**config.mk**
```make
export PLATFORM = sky130hd
export DESIGN_NAME = keyb_fifo
export DESIGN_NICKNAME = d
export VERILOG_FILES = /design/src/periph_pkg.sv /design/src/keyb_fifo.sv
export SDC_FILE = /design/constraint.sdc
export NUM_CORES = 1
export LEC_CHECK = 0
export ABC_AREA = 1
export BUFFER_PORTS_ARGS = -buffer_cell sky130_fd_sc_hd__buf_4
export CAP_MARGIN = 20
export CORE_ASPECT_RATIO = 1.2
export CORE_MARGIN = 2
export CORE_UTILIZATION = 40
export DETAILED_ROUTE_END_ITERATION = 16
export HOLD_SLACK_MARGIN = 0.05
export SLEW_MARGIN = 20
export SYNTH_ARGS = -nofsm -noshare
export SYNTH_HDL_FRONTEND = slang
export SYNTH_SLANG_ARGS = --single-unit
```
**constraint.sdc**
```tcl
create_clock -name msoc_clk -period 2.4 [get_ports msoc_clk]
set_input_delay 0.6 -clock msoc_clk [delete_from_list [all_inputs] [get_ports msoc_clk]]
set_output_delay 0.6 -clock msoc_clk [all_outputs]
set_load 0.02 [all_outputs]
```
**src/periph_pkg.sv**
```systemverilog
// Peripheral block package with bus widths, region numbers and SD register indices
package periph_pkg;

   typedef logic [31:0] word_t;        // Host data word
   typedef logic [7:0]  byte_t;        // Byte data and LED value
   typedef logic [16:0] hid_addr_t;    // Host byte address
   typedef logic [3:0]  hid_we_t;      // Byte write enables
   typedef logic [1:0]  region_t;      // Region number
   typedef logic [3:0]  region_sel_t;  // One-hot region selects
   typedef logic [7:0]  scancode_t;
   typedef logic [6:0]  ascii_t;
   typedef logic [8:0]  buf_addr_t;    // Sector buffer word address
   typedef logic [4:0]  reg_idx_t;     // Control readback index
   typedef logic [15:0] dip_t;

   // Regions decoded from address bits 16:15
   localparam region_t REGION_KEYB  = 2'd0;
   localparam region_t REGION_CHAR  = 2'd1;
   localparam region_t REGION_SDREG = 2'd2;
   localparam region_t REGION_SDBUF = 2'd3;

   // Writable register indices that double as readback bank offsets
   localparam reg_idx_t IDX_ALIGN     = 5'd0;
   localparam reg_idx_t IDX_CMD_ARG   = 5'd2;
   localparam reg_idx_t IDX_CMD_I     = 5'd3;
   localparam reg_idx_t IDX_SETTING   = 5'd4;
   localparam reg_idx_t IDX_CMD_START = 5'd5;
   localparam reg_idx_t IDX_RESETS    = 5'd6;
   localparam reg_idx_t IDX_BLKCNT    = 5'd7;
   localparam reg_idx_t IDX_BLKSIZE   = 5'd8;
   localparam reg_idx_t IDX_TIMEOUT   = 5'd9;
   localparam reg_idx_t IDX_IRQ_EN    = 5'd11;
   localparam reg_idx_t IDX_LED       = 5'd15;

   // Read-only status indices
   localparam reg_idx_t IDX_STATUS    = 5'd5;
   localparam reg_idx_t IDX_DETECT    = 5'd12;
   localparam reg_idx_t IDX_IRQ_STAT  = 5'd14;
   localparam reg_idx_t IDX_DIP       = 5'd31;
   localparam reg_idx_t IDX_RB_OFS    = 5'd16;  // Written registers read back here

   localparam word_t READ_UNDEF = 32'hDEAD_BEEF;

endpackage

```
**src/keyb_fifo.sv**
```systemverilog
// Keyboard code queue, pushed by key strobes and popped by host writes
module keyb_fifo
   import periph_pkg::*;
#(
   parameter int unsigned KEYB_DEPTH = 16
)
(
   input  logic      msoc_clk,
   input  logic      rstn,
   input  logic      sel_i,
   input  hid_we_t   hid_we_i,
   input  logic      key_valid_i,
   input  scancode_t key_scancode_i,
   input  ascii_t    key_ascii_i,
   output word_t     rdata_o
);

   localparam int PTR_W = $clog2(KEYB_DEPTH);
   localparam int CNT_W = $clog2(KEYB_DEPTH + 1);

   logic [14:0]      mem [KEYB_DEPTH];  // {ascii, scancode}
   logic [PTR_W-1:0] wr_ptr;
   logic [PTR_W-1:0] rd_ptr;
   logic [CNT_W-1:0] count;
   logic             empty;
   logic             full;
   logic             push;
   logic             pop;
   logic             rd_en;

   assign empty = (count == '0);
   assign full  = (count == CNT_W'(KEYB_DEPTH));
   assign push  = key_valid_i & ~full;    // Dropped while full
   assign pop   = sel_i & (|hid_we_i) & ~empty;
   assign rd_en = sel_i & ~(|hid_we_i);

   always_ff @(posedge msoc_clk)
   begin
      if (push)
         mem[wr_ptr] <= {key_ascii_i, key_scancode_i};
   end

   always_ff @(posedge msoc_clk or negedge rstn)
   begin
      if (!rstn)
      begin
         wr_ptr  <= '0;
         rd_ptr  <= '0;
         count   <= '0;
         rdata_o <= '0;
      end
      else
      begin
         if (push)
            wr_ptr <= wr_ptr + 1'b1;  // Wraps at the power-of-two depth
         if (pop)
            rd_ptr <= rd_ptr + 1'b1;
         case ({push, pop})
            2'b10:   count <= count + 1'b1;
            2'b01:   count <= count - 1'b1;
            default: count <= count;
         endcase
         if (rd_en)
            rdata_o <= {15'b0, empty, 1'b0, (empty ? 15'b0 : mem[rd_ptr])};
      end
   end

endmodule

```
==> impl.org <==
** Finish
- After the last flow step, the layout net total stands at between 1k and 1.5k.
- Final Instance Count excl. Fillers :: 1639
- Ant diodes :: 0
- The area growth from synthesis to layout is 14.9%.
- Utilization after layout :: 46.5%
- Total of fill cells in the finished design :: 2684
- The post-route netlist has 11.8% of its cells at a drive strength greater than 1.
- Area of all sequential standard cells :: 0.00794 sq mm
- In the final layout, the multi-input gates occupy roughly 0.0029 sq mm.

** Pwr
- Combinational share of power :: 34.8%
- Power per standard cell area :: approximately 1200 mW/mm^2
- The clock network accounts for 27.2% of the total power.
- Internal power :: 10.0 mW
- Switch share :: 36.9%
- P_sw :: 5.84 mW
- Leakage :: 6.04 nW
- In this run, flip-flops and latches consume 38.0% of the power.
- Worst IR drop on VDD :: 806 uV

** Yosys
- After technology mapping, the gate count stands at 1168.
- Area fraction of the dominant cell type after synthesis :: a little over 60%
- For this run, the leading register cell type out of synthesis is sky130_fd_sc_hd__edfxtp_1.
- During synthesis, Yosys emitted a total of 0 warnings.
- After synthesis, the mean cell area works out to 10.2 sq um.
- After synthesis, the share of flip-flops with an asynchronous set or reset is 10.8%.
- Of the synthesized area, sequential elements account for between 60% and 70%.
- After synthesis the cells add up to 0.0119 sq mm.
- In the synthesized netlist, the cells that appear most often are sky130_fd_sc_hd__nand2_1, sky130_fd_sc_hd__edfxtp_1, sky130_fd_sc_hd__inv_1, sky130_fd_sc_hd__nand3_1, sky130_fd_sc_hd__dfrtp_1.
- Yosys mapped the design onto 27 distinct sky130hd cell types.
- Number of flip-flops and latches in the synthesized netlist :: roughly 270
- The largest total area in the synthesized netlist belongs to sky130_fd_sc_hd__edfxtp_1.
- Dominant cells by area after synthesis :: sky130_fd_sc_hd__edfxtp_1, sky130_fd_sc_hd__nand2_1, sky130_fd_sc_hd__nand3_1
- Post-synth EDFFs :: 240
- Yosys instantiated no cell more often than sky130_fd_sc_hd__nand2_1.

** GRT
- Aggregate global routing overflow :: 0
- For this run, the total global-route usage over all layers was measured as 17.9%.
- First-pass GRT wire length :: 42600 microns
- Entering global routing, the biggest net connects ~100 pins.
- Number of antenna violations at the first check in global routing :: 0
- Number of global-route vias before repair :: around 7.6k

** Detailed routing
- Wire length after detailed routing :: 27600 microns
- Total via count in the routed design :: around 7.9k
- First-pass iteration count of the detailed router :: 6
- Detailed router's first-iteration violation count :: 653
- Drt wl/cell :: about 17 microns
- Post-route antenna net violation count :: 0
- Count of unresolved DRC violations after routing :: 0
- Dividing the detail-routed via count by the number of cells gives 4.84.

** Setup path
- Start point of the critical path :: count[1]$_DFFE_PN0P_
- Data required, critical path :: between 2 and 3 ns
- Top cell by count, worst path :: sky130_fd_sc_hd__nand2_1
- Delay contributed by the slowest stage of the critical path :: between 0.4 and 0.5 ns
- Startpoint of the most critical register-to-register path :: count[1]$_DFFE_PN0P_
- Cell-by-cell listing of the critical path :: nor2_1, nand2_1, nor2_1, nor2_1, ha_1, ha_1, inv_1, o21bai_1, inv_1, nand2_1, xor2_1, nand2_1, nand2_1
- Cell depth of the worst setup path :: 13
- Logic depth of the worst register-to-register path :: 13
- Counting both buffers and inverters, the worst setup path holds a total of 2.
- In this run the worst path has a maximum fanout of 5.
- Crit path launch type :: flip-flop
- Critical path arrival :: 2.64 ns
- Largest delay share family, worst path :: simple AND/OR/NAND/NOR gates
- Slowest-stage cell, CP :: sky130_fd_sc_hd__dfrtp_1
- Category of the worst setup path capture point :: flip-flop
- Category of the most critical setup path :: reg2reg

** STA
- Setup repair after global routing left no endpoint under its margin.
- Worst-Margin Slew :: 0.524 ns
- In this run the tightest slew margin relative to its limit is 65.1%.
- Adding up every negative setup slack in the final design gives 0 ns.
- The routed design could run at a clock period as short as 2.16 ns.
- F_max :: 464 MHz
- The max-slew violation count came to 0.
- Setup skew after layout :: 0.0117 ns
- Final worst-path cycle share :: 89.8%
- Final Hold Fails :: 0
- Setup violations remaining at the end of the flow were counted as 0.

** Floorplanning
- From bottom edge to top edge, the die measures 193 microns.
- Row generation in the floorplan step produced 69 rows.
- Number of ports placed on the die boundary :: 55
- The total area inside the core boundary comes to 0.0294 sq mm.
- The die covers 0.0312 sq mm.
- For this configuration, the core starts out at a cell density of 40.4%.
- Die width :: between 150 and 200 microns

** Min path
- In this run the worst hold path is classified as in2reg.
- Counting instances, the worst hold path has a depth of 1.
- Beginning of the worst hold path :: key_ascii_i[6]

** CTS
- The clock drives about 270 sinks.
- Post-cts gate resize count :: 0
- The number of hold buffers added after CTS was 1.
- Clock latency reported for the late side of the worst-skew pair :: between 0.5 and 0.6 ns
- Clock transition at the register clock pins on the worst setup and hold paths after CTS :: 0.07 ns
- In this run the number of H-tree levels came out at 1.
- TritonCTS built the clock tree.
- In this run, CTS created clock tree buffers numbering 27.
- Clock Path Buffers :: 3
- In this run the clock root is driven by a sky130_fd_sc_hd__clkbuf_16.
- In this run the post-CTS setup repair buffer count came out at 0.

** Run
- Max-cap viol count :: 0

** Run status
- The flow ran to the end, and the final reports show no timing, DRC or antenna violations.

** Placement
- Input/output buffers :: 38
- Last weighted congestion value of the routability-driven placer :: 0.817
- Detailed Place HPWL :: 16400 microns
- In this run, placement finished with an instance count of about 1.6k.
placed cells by master (no fill, tap or decap), types with 2 or more instances in the layout:
cell type,count
sky130_fd_sc_hd__nor3_2,12
sky130_fd_sc_hd__xnor2_1,2
sky130_fd_sc_hd__clkbuf_16,27
sky130_fd_sc_hd__nor2_2,5
sky130_fd_sc_hd__nand2_1,391
sky130_fd_sc_hd__nor2_1,6
sky130_fd_sc_hd__inv_1,197
sky130_fd_sc_hd__nand3_1,186
sky130_fd_sc_hd__xor2_1,9
sky130_fd_sc_hd__ha_1,9
sky130_fd_sc_hd__o21ai_0,4
sky130_fd_sc_hd__buf_12,5
sky130_fd_sc_hd__clkinv_2,7
sky130_fd_sc_hd__clkinv_1,5
sky130_fd_sc_hd__conb_1,16
sky130_fd_sc_hd__buf_4,79
sky130_fd_sc_hd__edfxtp_1,240
sky130_fd_sc_hd__clkbuf_1,4
sky130_fd_sc_hd__dfrtp_1,27
sky130_fd_sc_hd__bufinv_16,4
state kept, by name, summed over array words and instances, names as in the netlist:
signal   cells
count        5
mem        240
rd_ptr       4
rdata_o     16
wr_ptr       4
cell families after synthesis:
| family | Yosys count | synth area share [%] |
|---|---|---|
| compound gates | 7 | 0.336 |
| xor+xnor | 11 | 0.809 |
| fa+ha+maj | 9 | 0.946 |
| buf+inv | 269 | 10.1 |
| flops | 269 | 66.6 |
| other cells | 1 | 0.0315 |
| simple gates | 602 | 21.2 |
layout make-up:
cell class,count,area share (%)
well taps,390,3.57
clock inverters,19,1.57
flip-flops and latches,269,58.0
repair buffers,85,5.14
inverters,200,5.50
multi-input cells,645,21.2
clock buffers,31,5.05
metrics by stage:
step,hold slack [ns],cell area [sq um],total power [mW],setup WS (ns)
after floorplan,0.304,12000,9.81,0.0185
after global placement,0.463,12800,11.5,0.102
after detailed placement,0.470,12800,11.6,0.102
after CTS,0.336,13700,15.9,0.247
after global routing,0.353,13700,16.7,0.0658
final,0.352,13700,15.8,0.244
metal layers:
layer	up-vias	global-route usage [%]	routed length, microns
met5	-	0	0
met1	3759	24.0	11700
met2	283	30.3	13200
li1	3830	-	-
met3	57	2.52	1870
met4	0	5.67	797
final timing paths:
check                           slack [ns]                 endpoint
worst max-delay path                  0.24     count[4]$_DFFE_PN0P_
worst min-delay path                  0.35     mem[9][14]$_DFFE_PP_
worst max register to register        0.24     count[4]$_DFFE_PN0P_
worst min register to register        0.48  rdata_o[10]$_DFFE_PN0P_
max in group asynchronous             1.55    rd_ptr[0]$_DFFE_PN0P_
min in group asynchronous             0.52  rdata_o[12]$_DFFE_PN0P_
power groups by stage:
stage	sequential (mW)	clock [mW]	combinational, mW
2_1_floorplan	6.21	0	3.60
3_3_place_gp	6.10	0	5.44
3_5_place_dp	6.12	0	5.50
4_1_cts	6.02	4.39	5.53
5_1_grt	6.08	4.57	6.09
6_report	6.02	4.32	5.51
(Power assumes the default switching activity.)
