`src/periph_pkg.sv`:
```
// Peripheral block package with bus widths, region numbers and SD register indices
package periph_pkg;

   typedef logic [31:0] word_t;        // Host data word
   typedef logic [7:0]  byte_t;        // Byte data and LED value
   typedef logic [16:0] hid_addr_t;    // Host byte address
   typedef logic [3:0]  hid_we_t;      // Byte write enables
   typedef logic [1:0]  region_t;      // Region number
   typedef logic [3:0]  region_sel_t;  // One-hot region selects
   typedef logic [7:0]  scancode_t;
   typedef logic [6:0]  ascii_t;
   typedef logic [8:0]  buf_addr_t;    // Sector buffer word address
   typedef logic [4:0]  reg_idx_t;     // Control readback index
   typedef logic [15:0] dip_t;

   // Regions decoded from address bits 16:15
   localparam region_t REGION_KEYB  = 2'd0;
   localparam region_t REGION_CHAR  = 2'd1;
   localparam region_t REGION_SDREG = 2'd2;
   localparam region_t REGION_SDBUF = 2'd3;

   // Writable register indices that double as readback bank offsets
   localparam reg_idx_t IDX_ALIGN     = 5'd0;
   localparam reg_idx_t IDX_CMD_ARG   = 5'd2;
   localparam reg_idx_t IDX_CMD_I     = 5'd3;
   localparam reg_idx_t IDX_SETTING   = 5'd4;
   localparam reg_idx_t IDX_CMD_START = 5'd5;
   localparam reg_idx_t IDX_RESETS    = 5'd6;
   localparam reg_idx_t IDX_BLKCNT    = 5'd7;
   localparam reg_idx_t IDX_BLKSIZE   = 5'd8;
   localparam reg_idx_t IDX_TIMEOUT   = 5'd9;
   localparam reg_idx_t IDX_IRQ_EN    = 5'd11;
   localparam reg_idx_t IDX_LED       = 5'd15;

   // Read-only status indices
   localparam reg_idx_t IDX_STATUS    = 5'd5;
   localparam reg_idx_t IDX_DETECT    = 5'd12;
   localparam reg_idx_t IDX_IRQ_STAT  = 5'd14;
   localparam reg_idx_t IDX_DIP       = 5'd31;
   localparam reg_idx_t IDX_RB_OFS    = 5'd16;  // Written registers read back here

   localparam word_t READ_UNDEF = 32'hDEAD_BEEF;

endpackage

```
`src/sd_ctrl_regs.sv`:
```
// SD-card control and status registers with LED, DIP readback and interrupt
module sd_ctrl_regs
   import periph_pkg::*;
(
   input  logic        msoc_clk,
   input  logic        rstn,
   input  logic        sel_i,
   input  hid_we_t     hid_we_i,
   input  hid_addr_t   hid_addr_i,
   input  word_t       hid_wrdata_i,
   input  dip_t        from_dip_i,
   input  logic        sd_detect_i,
   input  logic        sd_cmd_finish_i,
   input  logic        sd_data_finish_i,
   input  logic [27:0] sd_status_i,
   output word_t       rdata_o,
   output logic [1:0]  sd_align_o,
   output word_t       sd_cmd_arg_o,
   output logic [5:0]  sd_cmd_i_o,
   output logic [2:0]  sd_cmd_setting_o,
   output logic [2:0]  sd_data_start_o,
   output logic        sd_cmd_start_o,
   output logic [15:0] sd_blkcnt_o,
   output logic [11:0] sd_blksize_o,
   output word_t       sd_cmd_timeout_o,
   output logic        sd_reset_o,
   output logic        sd_clk_rst_o,
   output logic        sd_data_rst_o,
   output logic        sd_cmd_rst_o,
   output logic        sd_irq_o,
   output byte_t       to_led_o
);

   reg_idx_t   wr_idx;
   reg_idx_t   rd_idx;
   logic       wr_en;
   logic       rd_en;
   logic [3:0] irq_en;
   logic [3:0] irq_stat;  // {removed, inserted, data done, cmd done}
   logic       detect_q;
   dip_t       dip_q;

   assign wr_idx = {1'b0, hid_addr_i[5:2]};
   assign rd_idx = hid_addr_i[6:2];
   assign wr_en  = sel_i & (|hid_we_i) & ~hid_addr_i[14];
   assign rd_en  = sel_i & ~(|hid_we_i);

   always_ff @(posedge msoc_clk or negedge rstn)
   begin
      if (!rstn)
      begin
         sd_align_o       <= '0;
         sd_cmd_arg_o     <= '0;
         sd_cmd_i_o       <= '0;
         sd_cmd_setting_o <= '0;
         sd_data_start_o  <= '0;
         sd_cmd_start_o   <= 1'b0;
         sd_blkcnt_o      <= '0;
         sd_blksize_o     <= '0;
         sd_cmd_timeout_o <= '0;
         {sd_reset_o, sd_clk_rst_o, sd_data_rst_o, sd_cmd_rst_o} <= 4'b0;
         irq_en           <= '0;
         irq_stat         <= '0;
         sd_irq_o         <= 1'b0;
         to_led_o         <= '0;
         detect_q         <= 1'b0;
         dip_q            <= '0;
         rdata_o          <= '0;
      end
      else
      begin
         irq_stat <= {~sd_detect_i, sd_detect_i, sd_data_finish_i, sd_cmd_finish_i};
         sd_irq_o <= |(irq_en & irq_stat);  // One cycle behind the status
         detect_q <= sd_detect_i;
         dip_q    <= from_dip_i;

         if (wr_en)
            case (wr_idx)
               IDX_ALIGN:     sd_align_o <= hid_wrdata_i[1:0];
               IDX_CMD_ARG:   sd_cmd_arg_o <= hid_wrdata_i;
               IDX_CMD_I:     sd_cmd_i_o <= hid_wrdata_i[5:0];
               IDX_SETTING:   {sd_data_start_o, sd_cmd_setting_o} <= hid_wrdata_i[5:0];
               IDX_CMD_START: sd_cmd_start_o <= hid_wrdata_i[0];
               IDX_RESETS:
                  {sd_reset_o, sd_clk_rst_o, sd_data_rst_o, sd_cmd_rst_o} <= hid_wrdata_i[3:0];
               IDX_BLKCNT:    sd_blkcnt_o <= hid_wrdata_i[15:0];
               IDX_BLKSIZE:   sd_blksize_o <= hid_wrdata_i[11:0];
               IDX_TIMEOUT:   sd_cmd_timeout_o <= hid_wrdata_i;
               IDX_IRQ_EN:    irq_en <= hid_wrdata_i[3:0];
               IDX_LED:       to_led_o <= hid_wrdata_i[7:0];  // Activity display
               default:       ;
            endcase

         if (rd_en)
            case (rd_idx)
               IDX_STATUS:                 rdata_o <= {sd_status_i, 4'b0};
               IDX_DETECT:                 rdata_o <= word_t'(detect_q);
               IDX_IRQ_STAT:               rdata_o <= word_t'(irq_stat);
               IDX_DIP:                    rdata_o <= word_t'(dip_q);  // Boot options
               IDX_RB_OFS + IDX_ALIGN:     rdata_o <= word_t'(sd_align_o);
               IDX_RB_OFS + IDX_CMD_ARG:   rdata_o <= sd_cmd_arg_o;
               IDX_RB_OFS + IDX_CMD_I:     rdata_o <= word_t'(sd_cmd_i_o);
               IDX_RB_OFS + IDX_SETTING:
                  rdata_o <= word_t'({sd_data_start_o, sd_cmd_setting_o});
               IDX_RB_OFS + IDX_CMD_START: rdata_o <= word_t'(sd_cmd_start_o);
               IDX_RB_OFS + IDX_RESETS:
                  rdata_o <= word_t'({sd_reset_o, sd_clk_rst_o, sd_data_rst_o, sd_cmd_rst_o});
               IDX_RB_OFS + IDX_BLKCNT:    rdata_o <= word_t'(sd_blkcnt_o);
               IDX_RB_OFS + IDX_BLKSIZE:   rdata_o <= word_t'(sd_blksize_o);
               IDX_RB_OFS + IDX_TIMEOUT:   rdata_o <= sd_cmd_timeout_o;
               IDX_RB_OFS + IDX_IRQ_EN:    rdata_o <= word_t'(irq_en);
               default:                    rdata_o <= READ_UNDEF;
            endcase
      end
   end

endmodule

```
`config.mk`:
```
export PLATFORM = sky130hd
export DESIGN_NAME = sd_ctrl_regs
export DESIGN_NICKNAME = d
export VERILOG_FILES = /design/src/periph_pkg.sv /design/src/sd_ctrl_regs.sv
export SDC_FILE = /design/constraint.sdc
export NUM_CORES = 1
export LEC_CHECK = 0
export BUFFER_PORTS_ARGS = -buffer_cell sky130_fd_sc_hd__buf_2
export CAP_MARGIN = 40
export CELL_PAD_IN_SITES_DETAIL_PLACEMENT = 0
export CELL_PAD_IN_SITES_GLOBAL_PLACEMENT = 2
export CORE_MARGIN = 1
export CORE_UTILIZATION = 35
export DETAILED_ROUTE_END_ITERATION = 10
export PLACE_DENSITY = 0.87
export SKIP_LAST_GASP = 1
export SLEW_MARGIN = 20
export SYNTH_ARGS = -nofsm -noshare
export SYNTH_HDL_FRONTEND = slang
export SYNTH_SLANG_ARGS = --single-unit
export TNS_END_PERCENT = 10
```
`constraint.sdc`:
```
create_clock -name msoc_clk -period 2.76 [get_ports msoc_clk]
set_clock_uncertainty 0.05 [all_clocks]
set_input_delay 0.552 -clock msoc_clk [delete_from_list [all_inputs] [get_ports msoc_clk]]
set_output_delay 0.552 -clock msoc_clk [all_outputs]
set_load 0.01 [all_outputs]
```
==> results.md <==
- Pwr/cell area: about 740 nW/um2
- Critical path class: input pin to register
- Fmax: ~440 MHz
- Clock transition at path regs: about 0.07 ns
- PortBufs: between 200 and 250
- Worst Path Max Fanout: 4
- Post-Syn Area: 7430 um2
- CTS Hold Bufs: 0
- Via-per-instance ratio: between 5 and 6
- Fin crit period: around 2.3 ns
- Nets: 906
- XOR/XNOR Fraction of Synth Area: 0%
- GPL Wtd Cong: 0.819
- Startpoint types: input pin
- Hold WS: 0.0645 ns
- Height of the die: approximately 150 um
- Die width: between 100 and 150 um
- Max cap viols: 0
- Layout cell share with drive strength beyond 1: a little over half
- Synth async-reset ratio: 100%
- Number of synthesized register bits: about 180
- CTS H-tree depth: 4
- Initial core utilization: 36.2%
- Top_reg_cell synth: dfrtp_1
- Largest family of logic cells by synthesized area: multiplexers
- Vias post-DR: ~6000
- Worst EP arrival: between 2 and 3 ns
- Clock Tree Buf Depth: 2
- Syn Inst Count: roughly 540
- Setup-failing EPs final: 0
- Pwr Total: around 0.0073 W
- Worst EP required: between 3 and 4 ns
- Most frequent cells in the layout: 242 x buf_2, 176 x dfrtp_1, 93 x mux2_2
- Mux share of post-synthesis cell area: around 20%
- R2r setup slk: between 1 and 1.5 ns
- DRT antenna net count: 0
- Post-CTS setup buffer count: 0
- Post-synthesis compound-gate area fraction: between 10% and 20%
- Mapped Avg Cell Area: 13.8 um2
- Drt first pass iters: 6
- Slew Viols, Final: 0
- Worst-margin pin slew: 0.681 ns
- YS warnings: 0
- CTS tree: done
- GR Util All Layers: about 22%
- Post-synth EDFFs: 0
- Top Ports: about 260
- Leak Pwr: 4.87 nW
- Worst hold path type: input pin to async pin
- Area Growth Syn to Fin: 32.0%
- Placed cell count: between 1000 and 1500
- Global-route wire length before repair: 36300 um
- Die area: 21800 um2
- CTS Sinks: approximately 180
- Post-synthesis adder-cell area fraction: 0%
- Fin crit share: about four fifths
- Rel. slew slack: 54.5%
- Largest net degree at the start of global routing: between 70 and 80
- Initial antenna violation count: 2
- Row count: between 50 and 60
- DR WL/cell: 22.2 um
- Post-DP HPWL: between 15000 and 20000 um
- Final hold vios: 0
- CP Capture Type: register
- Vias in the first global route: 5908
- Layout Cells excl Fill: roughly 1100
- Core area: roughly 20000 um2
- RSZ-0062 raised after global routing: no
- Root buffer cell: clkbuf_16
- Most common cell after layout, fill and taps aside: buf_2
- Register area share after synthesis: about three fifths
- Simple-gate share of the synthesized area: between 5 and 6%
- Clock latency on the worst-skew pair: ~0.44 ns
- Post-synth net total: 641
- Max VDD drop: roughly 0.4 mV
- DRT Wirelength: 24100 um
- Global route overflow: 0
- Residual DRC: 0
- Total clock buffers created by CTS: 17
- Status: finished, final reports clean
- DRT iter0 DRCs: 426
- Cell variety after synth: 37
- Resized cells post-CTS: 0
==> stage by stage <==
| step | setup TNS, ns | utilization, % | cell area [um2] | setup WS (ns) |
|---|---|---|---|---|
| after detailed placement | 0 | 45.0 | 9220 | 0.00589 |
| final | 0 | 47.8 | 9800 | 0.498 |
| after CTS | 0 | 47.8 | 9800 | 0.455 |
| after global placement | -1.44 | 44.7 | 9170 | -0.0685 |
| after floorplan | 0 | - | 7430 | 0.620 |
| after global routing | 0 | 47.8 | 9800 | 0.329 |
==> cells by family (layout without fill, tap and decap cells) <==
| group | count (synthesis) | count (layout) |
|---|---|---|
| buffers and inverters | 38 | 316 |
| multiplexers | 125 | 125 |
| AO/OA/AOI/OAI | 116 | 116 |
| other | 0 | 1 |
| flip-flops | 176 | 176 |
| AND/OR/NAND/NOR | 83 | 83 |
==> cells in the mapped netlist (2+ instances only) <==
| cell type | count | area share (%) |
|---|---|---|
| mux2_4 | 30 | 6.1 |
| buf_2 | 17 | 1.1 |
| a32oi_1 | 2 | 0.24 |
| o21ai_0 | 7 | 0.47 |
| nand3_1 | 11 | 0.74 |
| inv_1 | 2 | 0.10 |
| a31oi_1 | 10 | 0.84 |
| a222oi_1 | 31 | 4.2 |
| buf_6 | 3 | 0.45 |
| a21o_1 | 8 | 0.81 |
| clkbuf_1 | 15 | 0.76 |
| dfrtp_1 | 176 | 59 |
| nand3b_1 | 4 | 0.40 |
| a22oi_1 | 35 | 3.5 |
| nand2_1 | 16 | 0.81 |
| mux2i_1 | 2 | 0.27 |
| nor2_1 | 27 | 1.4 |
| and2_1 | 2 | 0.17 |
| mux2_2 | 93 | 14 |
| nor3b_1 | 5 | 0.51 |
| nand2b_1 | 4 | 0.34 |
| o22a_1 | 4 | 0.47 |
| nor3_1 | 5 | 0.34 |
| a21oi_1 | 14 | 0.94 |
| nor4_1 | 3 | 0.25 |
==> power by group <==
| group | total, W | leakage (nW) | internal [W] | switching, W |
|---|---|---|---|---|
| Clock | 0.00242 | 0.280 | 0.00128 | 0.00114 |
| Sequential | 0.00339 | 2.21 | 0.00304 | 0.000352 |
| Combinational | 0.00147 | 2.38 | 0.000752 | 0.000720 |
==> per-layer routing <==
layer / wire, um / GRT usage (%) / vias to the layer above
met5: 13 / 0 / -
li1: - / - / 2597
met3: 1750 / 4.88 / 37
met4: 524 / 8.51 / 2
met1: 10600 / 30.9 / 2986
met2: 11200 / 34.7 / 273
==> critical path, cell delays in order <==
cell and delay, ns:
buf_2 0.10, nor4_1 0.07, nor3b_2 0.41, nand2_1 0.20, buf_4 0.18, nor3_1 0.45, buf_4 0.25, mux2_2 0.33
==> path summary, 6_finish.rpt <==
path	start	to	depth (start not counted)
max in group asynchronous	rstn	sd_cmd_timeout_o[28]$_DFFE_PN0P_	2
worst max register to register	sd_clk_rst_o$_DFFE_PN0P_	rdata_o[2]$_DFFE_PN0P_	5
worst min-delay path	rstn	sd_cmd_arg_o[17]$_DFFE_PN0P_	1
worst min register to register	rdata_o[4]$_DFFE_PN0P_	rdata_o[4]$_DFFE_PN0P_	1
min in group msoc_clk	from_dip_i[12]	dip_q[12]$_DFF_PN0_	1
worst max-delay path	hid_we_i[2]	sd_cmd_i_o[5]$_DFFE_PN0P_	8
==> layout make-up <==
class                           instances  area (um2)
Fill cell                            1913       10700
Sequential cell                       176        4400
Multi-Input combinational cell        324        2870
Timing Repair Buffer                  282        1610
Clock buffer                           18         429
Tap cell                              270         338
Clock inverter                         14         148
Inverter                                2        7.51
Antenna cell                            1        2.50
==> state kept, by name, indices dropped and copies added (netlist names), 2 cells and up <==
name	count
rdata_o	32
sd_cmd_arg_o	32
sd_cmd_timeout_o	32
dip_q	16
sd_blkcnt_o	16
sd_blksize_o	12
to_led_o	8
sd_cmd_i_o	6
irq_en	4
irq_stat	4
sd_cmd_setting_o	3
sd_data_start_o	3
sd_align_o	2
Power figures use the tool's default switching activity.
