<file path="src/periph_pkg.sv">
// Peripheral block package with bus widths, region numbers and SD register indices
package periph_pkg;

   typedef logic [31:0] word_t;        // Host data word
   typedef logic [7:0]  byte_t;        // Byte data and LED value
   typedef logic [16:0] hid_addr_t;    // Host byte address
   typedef logic [3:0]  hid_we_t;      // Byte write enables
   typedef logic [1:0]  region_t;      // Region number
   typedef logic [3:0]  region_sel_t;  // One-hot region selects
   typedef logic [7:0]  scancode_t;
   typedef logic [6:0]  ascii_t;
   typedef logic [8:0]  buf_addr_t;    // Sector buffer word address
   typedef logic [4:0]  reg_idx_t;     // Control readback index
   typedef logic [15:0] dip_t;

   // Regions decoded from address bits 16:15
   localparam region_t REGION_KEYB  = 2'd0;
   localparam region_t REGION_CHAR  = 2'd1;
   localparam region_t REGION_SDREG = 2'd2;
   localparam region_t REGION_SDBUF = 2'd3;

   // Writable register indices that double as readback bank offsets
   localparam reg_idx_t IDX_ALIGN     = 5'd0;
   localparam reg_idx_t IDX_CMD_ARG   = 5'd2;
   localparam reg_idx_t IDX_CMD_I     = 5'd3;
   localparam reg_idx_t IDX_SETTING   = 5'd4;
   localparam reg_idx_t IDX_CMD_START = 5'd5;
   localparam reg_idx_t IDX_RESETS    = 5'd6;
   localparam reg_idx_t IDX_BLKCNT    = 5'd7;
   localparam reg_idx_t IDX_BLKSIZE   = 5'd8;
   localparam reg_idx_t IDX_TIMEOUT   = 5'd9;
   localparam reg_idx_t IDX_IRQ_EN    = 5'd11;
   localparam reg_idx_t IDX_LED       = 5'd15;

   // Read-only status indices
   localparam reg_idx_t IDX_STATUS    = 5'd5;
   localparam reg_idx_t IDX_DETECT    = 5'd12;
   localparam reg_idx_t IDX_IRQ_STAT  = 5'd14;
   localparam reg_idx_t IDX_DIP       = 5'd31;
   localparam reg_idx_t IDX_RB_OFS    = 5'd16;  // Written registers read back here

   localparam word_t READ_UNDEF = 32'hDEAD_BEEF;

endpackage

</file>
<file path="src/hid_decode.sv">
// Host bus region decoder and registered read-data multiplexer
module hid_decode
   import periph_pkg::*;
(
   input  logic        msoc_clk,
   input  logic        rstn,
   input  logic        hid_en_i,
   input  hid_addr_t   hid_addr_i,
   input  word_t       keyb_rdata_i,
   input  word_t       char_rdata_i,
   input  word_t       sdreg_rdata_i,
   input  word_t       sdbuf_rdata_i,
   output region_sel_t sel_o,
   output word_t       hid_rddata_o
);

   region_t region_q;  // Region of the last access

   always_comb
   begin
      for (int i = 0; i < 4; i++)
         sel_o[i] = hid_en_i & (hid_addr_i[16:15] == region_t'(i));
   end

   always_ff @(posedge msoc_clk or negedge rstn)
   begin
      if (!rstn)
         region_q <= REGION_KEYB;
      else if (hid_en_i)
         region_q <= hid_addr_i[16:15];
   end

   // Peripheral read words arrive registered
   always_comb
   begin
      case (region_q)
         REGION_KEYB:  hid_rddata_o = keyb_rdata_i;
         REGION_CHAR:  hid_rddata_o = char_rdata_i;
         REGION_SDREG: hid_rddata_o = sdreg_rdata_i;
         default:      hid_rddata_o = sdbuf_rdata_i;
      endcase
   end

endmodule

</file>
<file path="config.mk">
export PLATFORM = sky130hd
export DESIGN_NAME = hid_decode
export DESIGN_NICKNAME = d
export VERILOG_FILES = /design/src/periph_pkg.sv /design/src/hid_decode.sv
export SDC_FILE = /design/constraint.sdc
export NUM_CORES = 1
export LEC_CHECK = 0
export BUFFER_PORTS_ARGS = -buffer_cell sky130_fd_sc_hd__buf_4
export CORE_AREA = 3 3 71 73
export CTS_CLUSTER_SIZE = 20
export DETAILED_ROUTE_END_ITERATION = 10
export DIE_AREA = 0 0 74 76
export PLACE_DENSITY = 0.69
export SLEW_MARGIN = 15
export SYNTH_ARGS = -nofsm -noshare
export SYNTH_HDL_FRONTEND = slang
export SYNTH_SLANG_ARGS = --single-unit
</file>
<file path="constraint.sdc">
create_clock -name msoc_clk -period 1.68 [get_ports msoc_clk]
set_input_delay 0.252 -clock msoc_clk [delete_from_list [all_inputs] [get_ports msoc_clk]]
set_output_delay 0.252 -clock msoc_clk [all_outputs]
set_load 0.005 [all_outputs]
</file>
==> results of run 1 <==
[per-stage QoR]
step	instances	util (%)
4_1_cts	270	53.7
2_1_floorplan	48	-
3_3_place_gp	264	50.5
3_5_place_dp	264	50.5
6_report	270	54.2
5_1_grt	270	54.2
[power by group through the flow]
| stage | logic (W) | registers, W | clock network [W] |
|---|---|---|---|
| after floorplan | 0.000335 | 0.0000552 | 0 |
| after global placement | 0.000757 | 0.0000650 | 0 |
| after detailed placement | 0.000769 | 0.0000651 | 0 |
| after CTS | 0.000836 | 0.0000620 | 0.000207 |
| after global routing | 0.000901 | 0.0000628 | 0.000214 |
| final | 0.000837 | 0.0000618 | 0.000201 |
[metal layers]
layer	GRT usage (%)	routed length (µm)
met5	0	0
met3	4.22	608
met2	31.3	2530
met4	3.26	21
met1	13.2	1260
[cell families (layout without fill, tap and decap cells)]
kind of cell | count (synthesis) | in the layout | share of synthesized area (%)
muxes | 34 | 34 | 81.5
DFF | 2 | 2 | 5.41
and+or+nand+nor | 4 | 4 | 3.38
buffers and inverters | 8 | 178 | 9.73
[worst register-to-register path, delay by kind of cell, from the launching register on]
kind	cells	cell delay [ns]
mux	1	0.27
flops	1	0.38
buf+inv	1	0.19
[placed cells by master (no fill, tap or decap)]
cell,count
nor3b_1,1
dlygate4sd3_1,1
mux4_1,3
clkbuf_8,3
dfrtp_1,1
buf_6,26
and3_1,1
dfrtp_2,1
and3b_1,2
clkbuf_1,1
mux4_2,29
mux2_2,2
buf_4,144
buf_12,3
[cell type report]
cell class                 count  share of cell area (%)
sequential                     2                    2.15
clock buffer                   4                    1.88
multi-input combinational     38                    32.9
timing repair buffer         174                    60.4
tap                           52                    2.72
[worst min-delay path by stage]
stage	start	end	slack, ns	depth (start not counted)
6_report	hid_addr_i[15]	region_q[0]	0.31	2
3_3_place_gp	rstn	region_q[1]	0.04	1
3_5_place_dp	rstn	region_q[1]	0.04	1
2_1_floorplan	rstn	region_q[0]	-0.04	0
5_1_grt	hid_addr_i[15]	region_q[0]	0.33	2
4_1_cts	hid_addr_i[15]	region_q[0]	0.31	2
[timing repair]
action,4_1_cts,5_1_grt
setup buffers,1,0
pin swaps,0,0
hold endpoints to repair,2,0
hold buffers,1,0
endpoints found under the setup margin,32,32
gates resized for setup,20,6
==> impl_metrics.toml, run 1 <==
[run_status]
status = "finished with violations"
violations = "setup timing"

[clock_tree]
clock_path_buffers = 2
clkLatencyLatePin_ns = 0.21
htree_levels = 1
path_clk_slew_ns = 0.03
cts_root_buf = "clkbuf_8"
cts_inserted_buffers = 3
cts_tree = "done"
cts_sinks = 2

[synthesis]
synth_seq_area_share_pct = 5.41
synthArstFlopShare_pct = 100
synth_largest_area_cell = "mux4_2"
synth_top_area_share_pct = 70.5
yosysMostFrequentCell = "mux4_2"
netlist_instances = 48
synth_edf_count = 0
synth_common_cells = "mux4_2 (29), buf_12 (3), buf_2 (3), mux4_1 (3)"
ys_ff_latch = 2
syn-num-nets = 196
netlist_area_um2 = 926
synthTopCellsByArea = "mux4_2 (71%), mux4_1 (8.5%), buf_12 (6.5%)"
synth_cell_type_count = 11
syn_area_per_cell_um2 = 19.3
yosys_most_used_dff = "dfrtp_1"
yosysWarnings = 0

[die]
die_area_um2 = 5620
io_pins = 184
die_h_um = 76
die_w_um = 74
start_util_pct = 21.0
core_um2 = 4410
fp-row-count = 24

[placed_design]
place_area_um2 = 2230
port_buffers = 168
dp_slack_ns = 0.0501
place_congestion = 0.687

[critical_path]
required_ns = 1.43
cp_top_family = "multiplexers"
cp-start-kind = "flip-flop"
endpoint_kind = "output port"
arrival_ns = 1.51
worstPathCellList = "buf_4, mux4_1, buf_4"
r2r_cells = 2
cpMostUsedCell = "buf_4"
rr_endpoint = "region_q[1]"
crit_end = "hid_rddata_o[27]"
crit_type = "flip-flop to output port"
path_buf_inv = 2
path_depth = 3
path_max_fanout = 5
startpoint = "region_q[0]"
slowest_stage = "mux4_1"
rr_startpoint = "region_q[1]"
reg2reg_setup_slack_ns = 0.72
critical_path.max_stage_delay_ns = 0.55

[power_and_ir_drop]
seqPwrFrac_pct = 5.6
swShare_pct = 25.2
p_sw_w = 0.000277
power_w = 0.00110
p_leak_nw = 1.17
power_frac_clock_pct = 18.3
p_int_w = 0.000823
vdd_drop_max_uv = 549
power.density_nw_per_um2 = 460
p_comb_share_pct = 76.1

[cells_and_area]
nets = 367
fill_cells = 400
largest_register_ffs = 2
area_delta_synth_final_pct = 158
regArea_um2 = 51.3
top_regs = "region_q (2)"
top_register = "region_q"
final_cell_area_um2 = 2390
final_layout_size_suffix_gt1_share_pct = 95.4
num_antenna_cells = 0
multi_input_area_um2 = 786

[sta]
layout_setup_ws_ns = -0.0851
fmax_mhz = 567
period_needed_ns = 1.77
finalHoldViolCount = 0
slew_headroom_pct = 87.5
finalClockSkew_ns = 0
period_share_pct = 105
holdWs_ns = 0.312
tightestPinTransition_ns = 0.188
rsz0062_at_grt = "yes"
slew_viol_final = 0
setup_violations = 32
tns_ns = -1.82

[routing]
finalWirelength_um = 4420
route.detailed.drc = 0
first_iter_violations = 27
wl_per_cell_um = 16.4
ant_nets = 0
first_pass_iters = 3
num_vias = 1265
vias_per_cell = 4.69

[global_route]
antenna_found_initial = 0
grt_remaining_overflow = 0
grt_pass1_vias = 1506
grt_max_degree = 34
grt_usage_pct = 15.0
grt_pass1_wl_um = 6640

[run]
max-cap-violations = 0

[worst_hold_path]
worst_hold_path_type = "input port to flip-flop"
Note: power is estimated with default switching activity, not from simulation.
==> inputs of run 2 (changes only) <==
--- a/config.mk
+++ b/config.mk
@@ -10,7 +10,7 @@
 export CTS_CLUSTER_SIZE = 20
 export DETAILED_ROUTE_END_ITERATION = 10
 export DIE_AREA = 0 0 74 76
-export PLACE_DENSITY = 0.69
+export PLACE_DENSITY = 0.68
 export SLEW_MARGIN = 15
 export SYNTH_ARGS = -nofsm -noshare
 export SYNTH_HDL_FRONTEND = slang
==> run 2 against run 1 <==
The run still ends with setup timing left. Design area is 0.47% higher. Global-route usage is 0.59 points higher. Non-clock buffer count stayed put. Combinational power is 1% higher. Setup slack better by 0.025 ns. Register-to-register slack worse by 0.04 ns. Routed wire length is 5.1% higher. Flip-flop and latch count stayed put. Hold slack worse by 0.0021 ns. Clock power is 3% higher. Utilization is 0.26 points higher. Clock skew stayed put. Critical endpoint is now hid_rddata_o[12]. Largest power group unchanged.
==> impl_metrics.toml, run 2 (same netlist as run 1, synthesis figures left out) <==
[run_status]
status = "finished with violations"
violations = "setup timing"

[global_route]
grt_max_degree = 19
grt_pass1_vias = 1477
grt_pass1_wl_um = 6890
antenna_found_initial = 0
grt_usage_pct = 15.6
grt_remaining_overflow = 0

[clock_tree]
clock_path_buffers = 2
cts_tree = "done"
path_clk_slew_ns = 0.03
clkLatencyLatePin_ns = 0.22
cts_sinks = 2
cts_root_buf = "clkbuf_8"
cts_inserted_buffers = 3
htree_levels = 1

[sta]
layout_setup_ws_ns = -0.0605
fmax_mhz = 575
setup_violations = 32
slew_headroom_pct = 86.1
period_share_pct = 104
finalHoldViolCount = 0
tightestPinTransition_ns = 0.209
period_needed_ns = 1.74
finalClockSkew_ns = 0
tns_ns = -1.55
rsz0062_at_grt = "yes"
slew_viol_final = 0

[power_and_ir_drop]
p_int_w = 0.000830
p_sw_w = 0.000287
power.density_nw_per_um2 = 465
swShare_pct = 25.7
vdd_drop_max_uv = 486
seqPwrFrac_pct = 5.5
power_frac_clock_pct = 18.5
p_comb_share_pct = 76.0
p_leak_nw = 1.18

[cells_and_area]
post-route-util_pct = 54.4
fill_cells = 395
area_delta_synth_final_pct = 159
num_antenna_cells = 0
top_register = "region_q"
final_layout_size_suffix_gt1_share_pct = 95.4
largest_register_ffs = 2
final_cells = 270
nets = 367
top_regs = "region_q (2)"
final_cell_area_um2 = 2400
layout_common_cells = "buf_4 (141), mux4_2 (29), buf_6 (29)"
final_common_cell = "buf_4"

[routing]
vias_per_cell = 4.75
num_vias = 1282
wl_per_cell_um = 17.2
finalWirelength_um = 4650
first_pass_iters = 4
route.detailed.drc = 0
ant_nets = 0
first_iter_violations = 19

[critical_path]
cp-start-kind = "flip-flop"
critical_path.max_stage_delay_ns = 0.53
slowest_stage = "mux4_2"
arrival_ns = 1.49
path_max_fanout = 15
endpoint_kind = "output port"
worstPathCellList = "buf_12, mux4_2, buf_6"
required_ns = 1.43
crit_type = "flip-flop to output port"

[placed_design]
place_inst = 264
place_area_um2 = 2230
place_congestion = 0.713
port_buffers = 168

[die]
io_pins = 184
core_um2 = 4410
fp-row-count = 24
start_util_pct = 21.0
die_w_um = 74
die_area_um2 = 5620
die_h_um = 76

[run]
max-cap-violations = 0

[worst_hold_path]
worst_hold_path_type = "input port to flip-flop"
## run 2: per-stage QoR
step                power (W)  hold WS (ns)  setup slack [ns]
floorplan            0.000390       -0.0436             0.325
global route          0.00119         0.321            -0.102
finish                0.00112         0.310           -0.0605
detailed placement   0.000834        0.0367            0.0938
global placement     0.000819        0.0356             0.108
CTS                   0.00112         0.306           -0.0678
## run 2: critical path: cells and delay by family (launching register included)
kind	cells	cell delay, ns
DFF	1	0.41
muxes	1	0.53
buffers and inverters	2	0.32
## run 2: path summary, 6_finish.rpt
path,start,slack [ns],depth (start not counted),to
max in group asynchronous,rstn,1.22,2,region_q[0]
hold / removal,hid_addr_i[15],0.31,2,region_q[0]
hold reg to reg,region_q[0],0.80,2,region_q[0]
min in group asynchronous,rstn,0.36,2,region_q[0]
setup reg to reg,region_q[1],0.68,2,region_q[1]
setup / recovery,region_q[0],-0.06,3,hid_rddata_o[12]
## run 2: what timing repair did
| action | CTS | global route |
|---|---|---|
| hold buffers | 1 | 0 |
| setup endpoints to repair | 29 | 32 |
| endpoints found under the hold margin | 2 | 0 |
| setup buffers | 1 | 0 |
| gates resized for setup | 25 | 4 |
## run 2: power by group through the flow
| stage | registers, W | clock network [W] | logic [W] |
|---|---|---|---|
| finish | 0.0000613 | 0.000207 | 0.000849 |
| global route | 0.0000614 | 0.000216 | 0.000909 |
| CTS | 0.0000610 | 0.000211 | 0.000850 |
| detailed placement | 0.0000641 | 0 | 0.000769 |
| global placement | 0.0000638 | 0 | 0.000755 |
| floorplan | 0.0000552 | 0 | 0.000335 |
## run 2: layer usage
metal	part of all wire [%]	GRT usage, %	wire, µm	vias up
met5	0	0	0	-
met4	0.82	2.72	38	0
met3	13	4.75	623	4
met2	56	31.7	2620	101
met1	29	14.6	1370	595
li1	-	-	-	582
## run 2: area by class of cell
type / count / area [µm²] / share of cell area, %
Multi-Input combinational cell: 38 / 786 / 32.7
Clock buffer: 4 / 45.0 / 1.88
Sequential cell: 2 / 51.3 / 2.14
Tap cell: 52 / 65.1 / 2.71
Timing Repair Buffer: 174 / 1460 / 60.6
==> inputs of run 3 (changes only) <==
==> constraint.sdc (replaced) <==
create_clock -name msoc_clk -period 1.68 [get_ports msoc_clk]
set_input_delay 0.168 -clock msoc_clk [delete_from_list [all_inputs] [get_ports msoc_clk]]
set_output_delay 0.168 -clock msoc_clk [all_outputs]
set_load 0.005 [all_outputs]
==> run 3 against run 2 <==
The flow now finishes without violations. Non-clock buffer count stayed put. Sequential share of layout area hardly changed. Final cell count stayed put. Register-to-register slack hardly changed. Clock skew stayed put. Global-route usage is 1.1 points lower. Hold slack worse by 0.094 ns. Sequential power is 3% lower. Setup slack better by 0.079 ns. Via count is 0.70% lower. First-iteration DRC count is 79% lower. Utilization is 0.45 points lower. Highest routed layer unchanged.
==> impl_metrics.toml, run 3 (same netlist as run 1, synthesis figures left out) <==
[run_status]
status = "complete, no violations"

[die]
start_util_pct = 21.0
die_area_um2 = 5620
io_pins = 184
core_um2 = 4410
fp-row-count = 24
die_h_um = 76
die_w_um = 74

[sta]
setup_violations = 0
finalClockSkew_ns = 0
period_share_pct = 98.9
slew_viol_final = 0
holdWs_ns = 0.216
period_needed_ns = 1.66
tightestPinTransition_ns = 0.235
tns_ns = 0
slew_headroom_pct = 84.4
finalHoldViolCount = 0
fmax_mhz = 602
rsz0062_at_grt = "yes"

[routing]
first_iter_violations = 4
route.detailed.drc = 0
finalWirelength_um = 4460
num_vias = 1273
ant_nets = 0
vias_per_cell = 4.71
wl_per_cell_um = 16.5
first_pass_iters = 3

[cells_and_area]
nets = 367
regArea_um2 = 51.3
top_regs = "region_q (2)"
final_layout_size_suffix_gt1_share_pct = 95.4
top_register = "region_q"
multi_input_area_um2 = 786
fill_cells = 387
final_common_cell = "buf_4"
area_delta_synth_final_pct = 157
largest_register_ffs = 2
layout_common_cells = "buf_4 (144), mux4_2 (29), buf_6 (27)"
num_antenna_cells = 0

[worst_hold_path]
hold_depth = 2
worst_hold_path_type = "input port to flip-flop"
whs_endpoint = "region_q[0]"
hp-start = "hid_addr_i[15]"

[clock_tree]
clkLatencyLatePin_ns = 0.22
path_clk_slew_ns = 0.03
clock_path_buffers = 2
htree_levels = 1
cts_sinks = 2
cts_inserted_buffers = 3
cts_root_buf = "clkbuf_8"
cts_tree = "done"

[global_route]
grt_pass1_wl_um = 6460
grt_remaining_overflow = 0
grt_use_met2_pct = 28.7
grt_max_degree = 19
gr-usage-met3_pct = 3.43
grt_pass1_vias = 1403
antenna_found_initial = 0
grt_util_met1_pct = 14.4
grt_usage_pct = 14.5
grt_busiest_layer = "met2"

[power_and_ir_drop]
p_sw_w = 0.000282
power_frac_clock_pct = 18.9
power.density_nw_per_um2 = 462
vdd_drop_max_uv = 377
power_w = 0.00110
p_int_w = 0.000820
swShare_pct = 25.6
p_leak_nw = 1.17
seqPwrFrac_pct = 5.4
p_comb_share_pct = 75.6

[critical_path]
cp-start-kind = "flip-flop"
rr_startpoint = "region_q[0]"
crit_type = "flip-flop to output port"
reg2reg_setup_slack_ns = 0.69
rr_endpoint = "region_q[0]"
path_max_fanout = 15
required_ns = 1.51
r2r_cells = 2
endpoint_kind = "output port"
arrival_ns = 1.49

[placed_design]
port_buffers = 168
post-dp-hpwl_um = 3970
place_congestion = 0.713

[run]
max-cap-violations = 0
==> run 3: cell count changes in the layout (fill, tap and decap cells not counted) <==
cell,previous run,this run
buf_4,141,144
buf_6,29,27
buf_12,3,2
==> run 3: how the worst max path moves through the flow <==
stage	from	to	slack, ns	depth (start not counted)
3_3_place_gp	region_q[0]	hid_rddata_o[23]	0.19	3
2_1_floorplan	region_q[0]	hid_rddata_o[0]	0.41	3
3_5_place_dp	region_q[0]	hid_rddata_o[12]	0.17	3
4_1_cts	region_q[0]	hid_rddata_o[12]	0.004	3
6_report	region_q[0]	hid_rddata_o[12]	0.02	3
5_1_grt	region_q[0]	hid_rddata_o[23]	-0.04	3
==> run 3: layout make-up <==
type	count	share of cell area, %
tap	52	2.73
timing repair buffer	174	60.2
multi-input combinational	38	33.0
clock buffer	4	1.89
sequential	2	2.15
==> run 3: power groups by stage <==
stage | clock network (W) | registers, W | logic [W]
after CTS | 0.000211 | 0.0000597 | 0.000770
after floorplan | 0 | 0.0000552 | 0.000335
after global placement | 0 | 0.0000625 | 0.000749
after global routing | 0.000217 | 0.0000605 | 0.000894
after detailed placement | 0 | 0.0000628 | 0.000761
final | 0.000209 | 0.0000596 | 0.000833
==> run 3: routing by layer <==
layer,part of all wire [%],vias up,routed length (µm)
met5,0,-,0
met4,0.85,0,38
met3,14,4,624
met1,30,588,1340
met2,55,100,2460
li1,-,581,-
==> run 3: what timing repair did <==
| action | CTS | global route |
|---|---|---|
| pin swaps | 0 | 0 |
| gates resized for setup | 0 | 27 |
| buffers inserted | 1 | 0 |
| endpoints found under the hold margin | 2 | 0 |
| endpoints found under the setup margin | 29 | 30 |
| hold buffers | 1 | 0 |
==> run 3: metrics by stage <==
step	setup slack (ns)	area, µm²	cells	util (%)
global placement	0.192	2220	264	50.3
global route	-0.0371	2380	270	54.0
detailed placement	0.173	2220	264	50.3
finish	0.0184	2380	270	54.0
floorplan	0.409	926	48	-
CTS	0.00410	2280	270	51.7
==> run 3: critical path, stage by stage, from the launching register on <==
cell	delay, ns
dfrtp_2	0.41
buf_12	0.19
mux4_2	0.52
buf_4	0.15
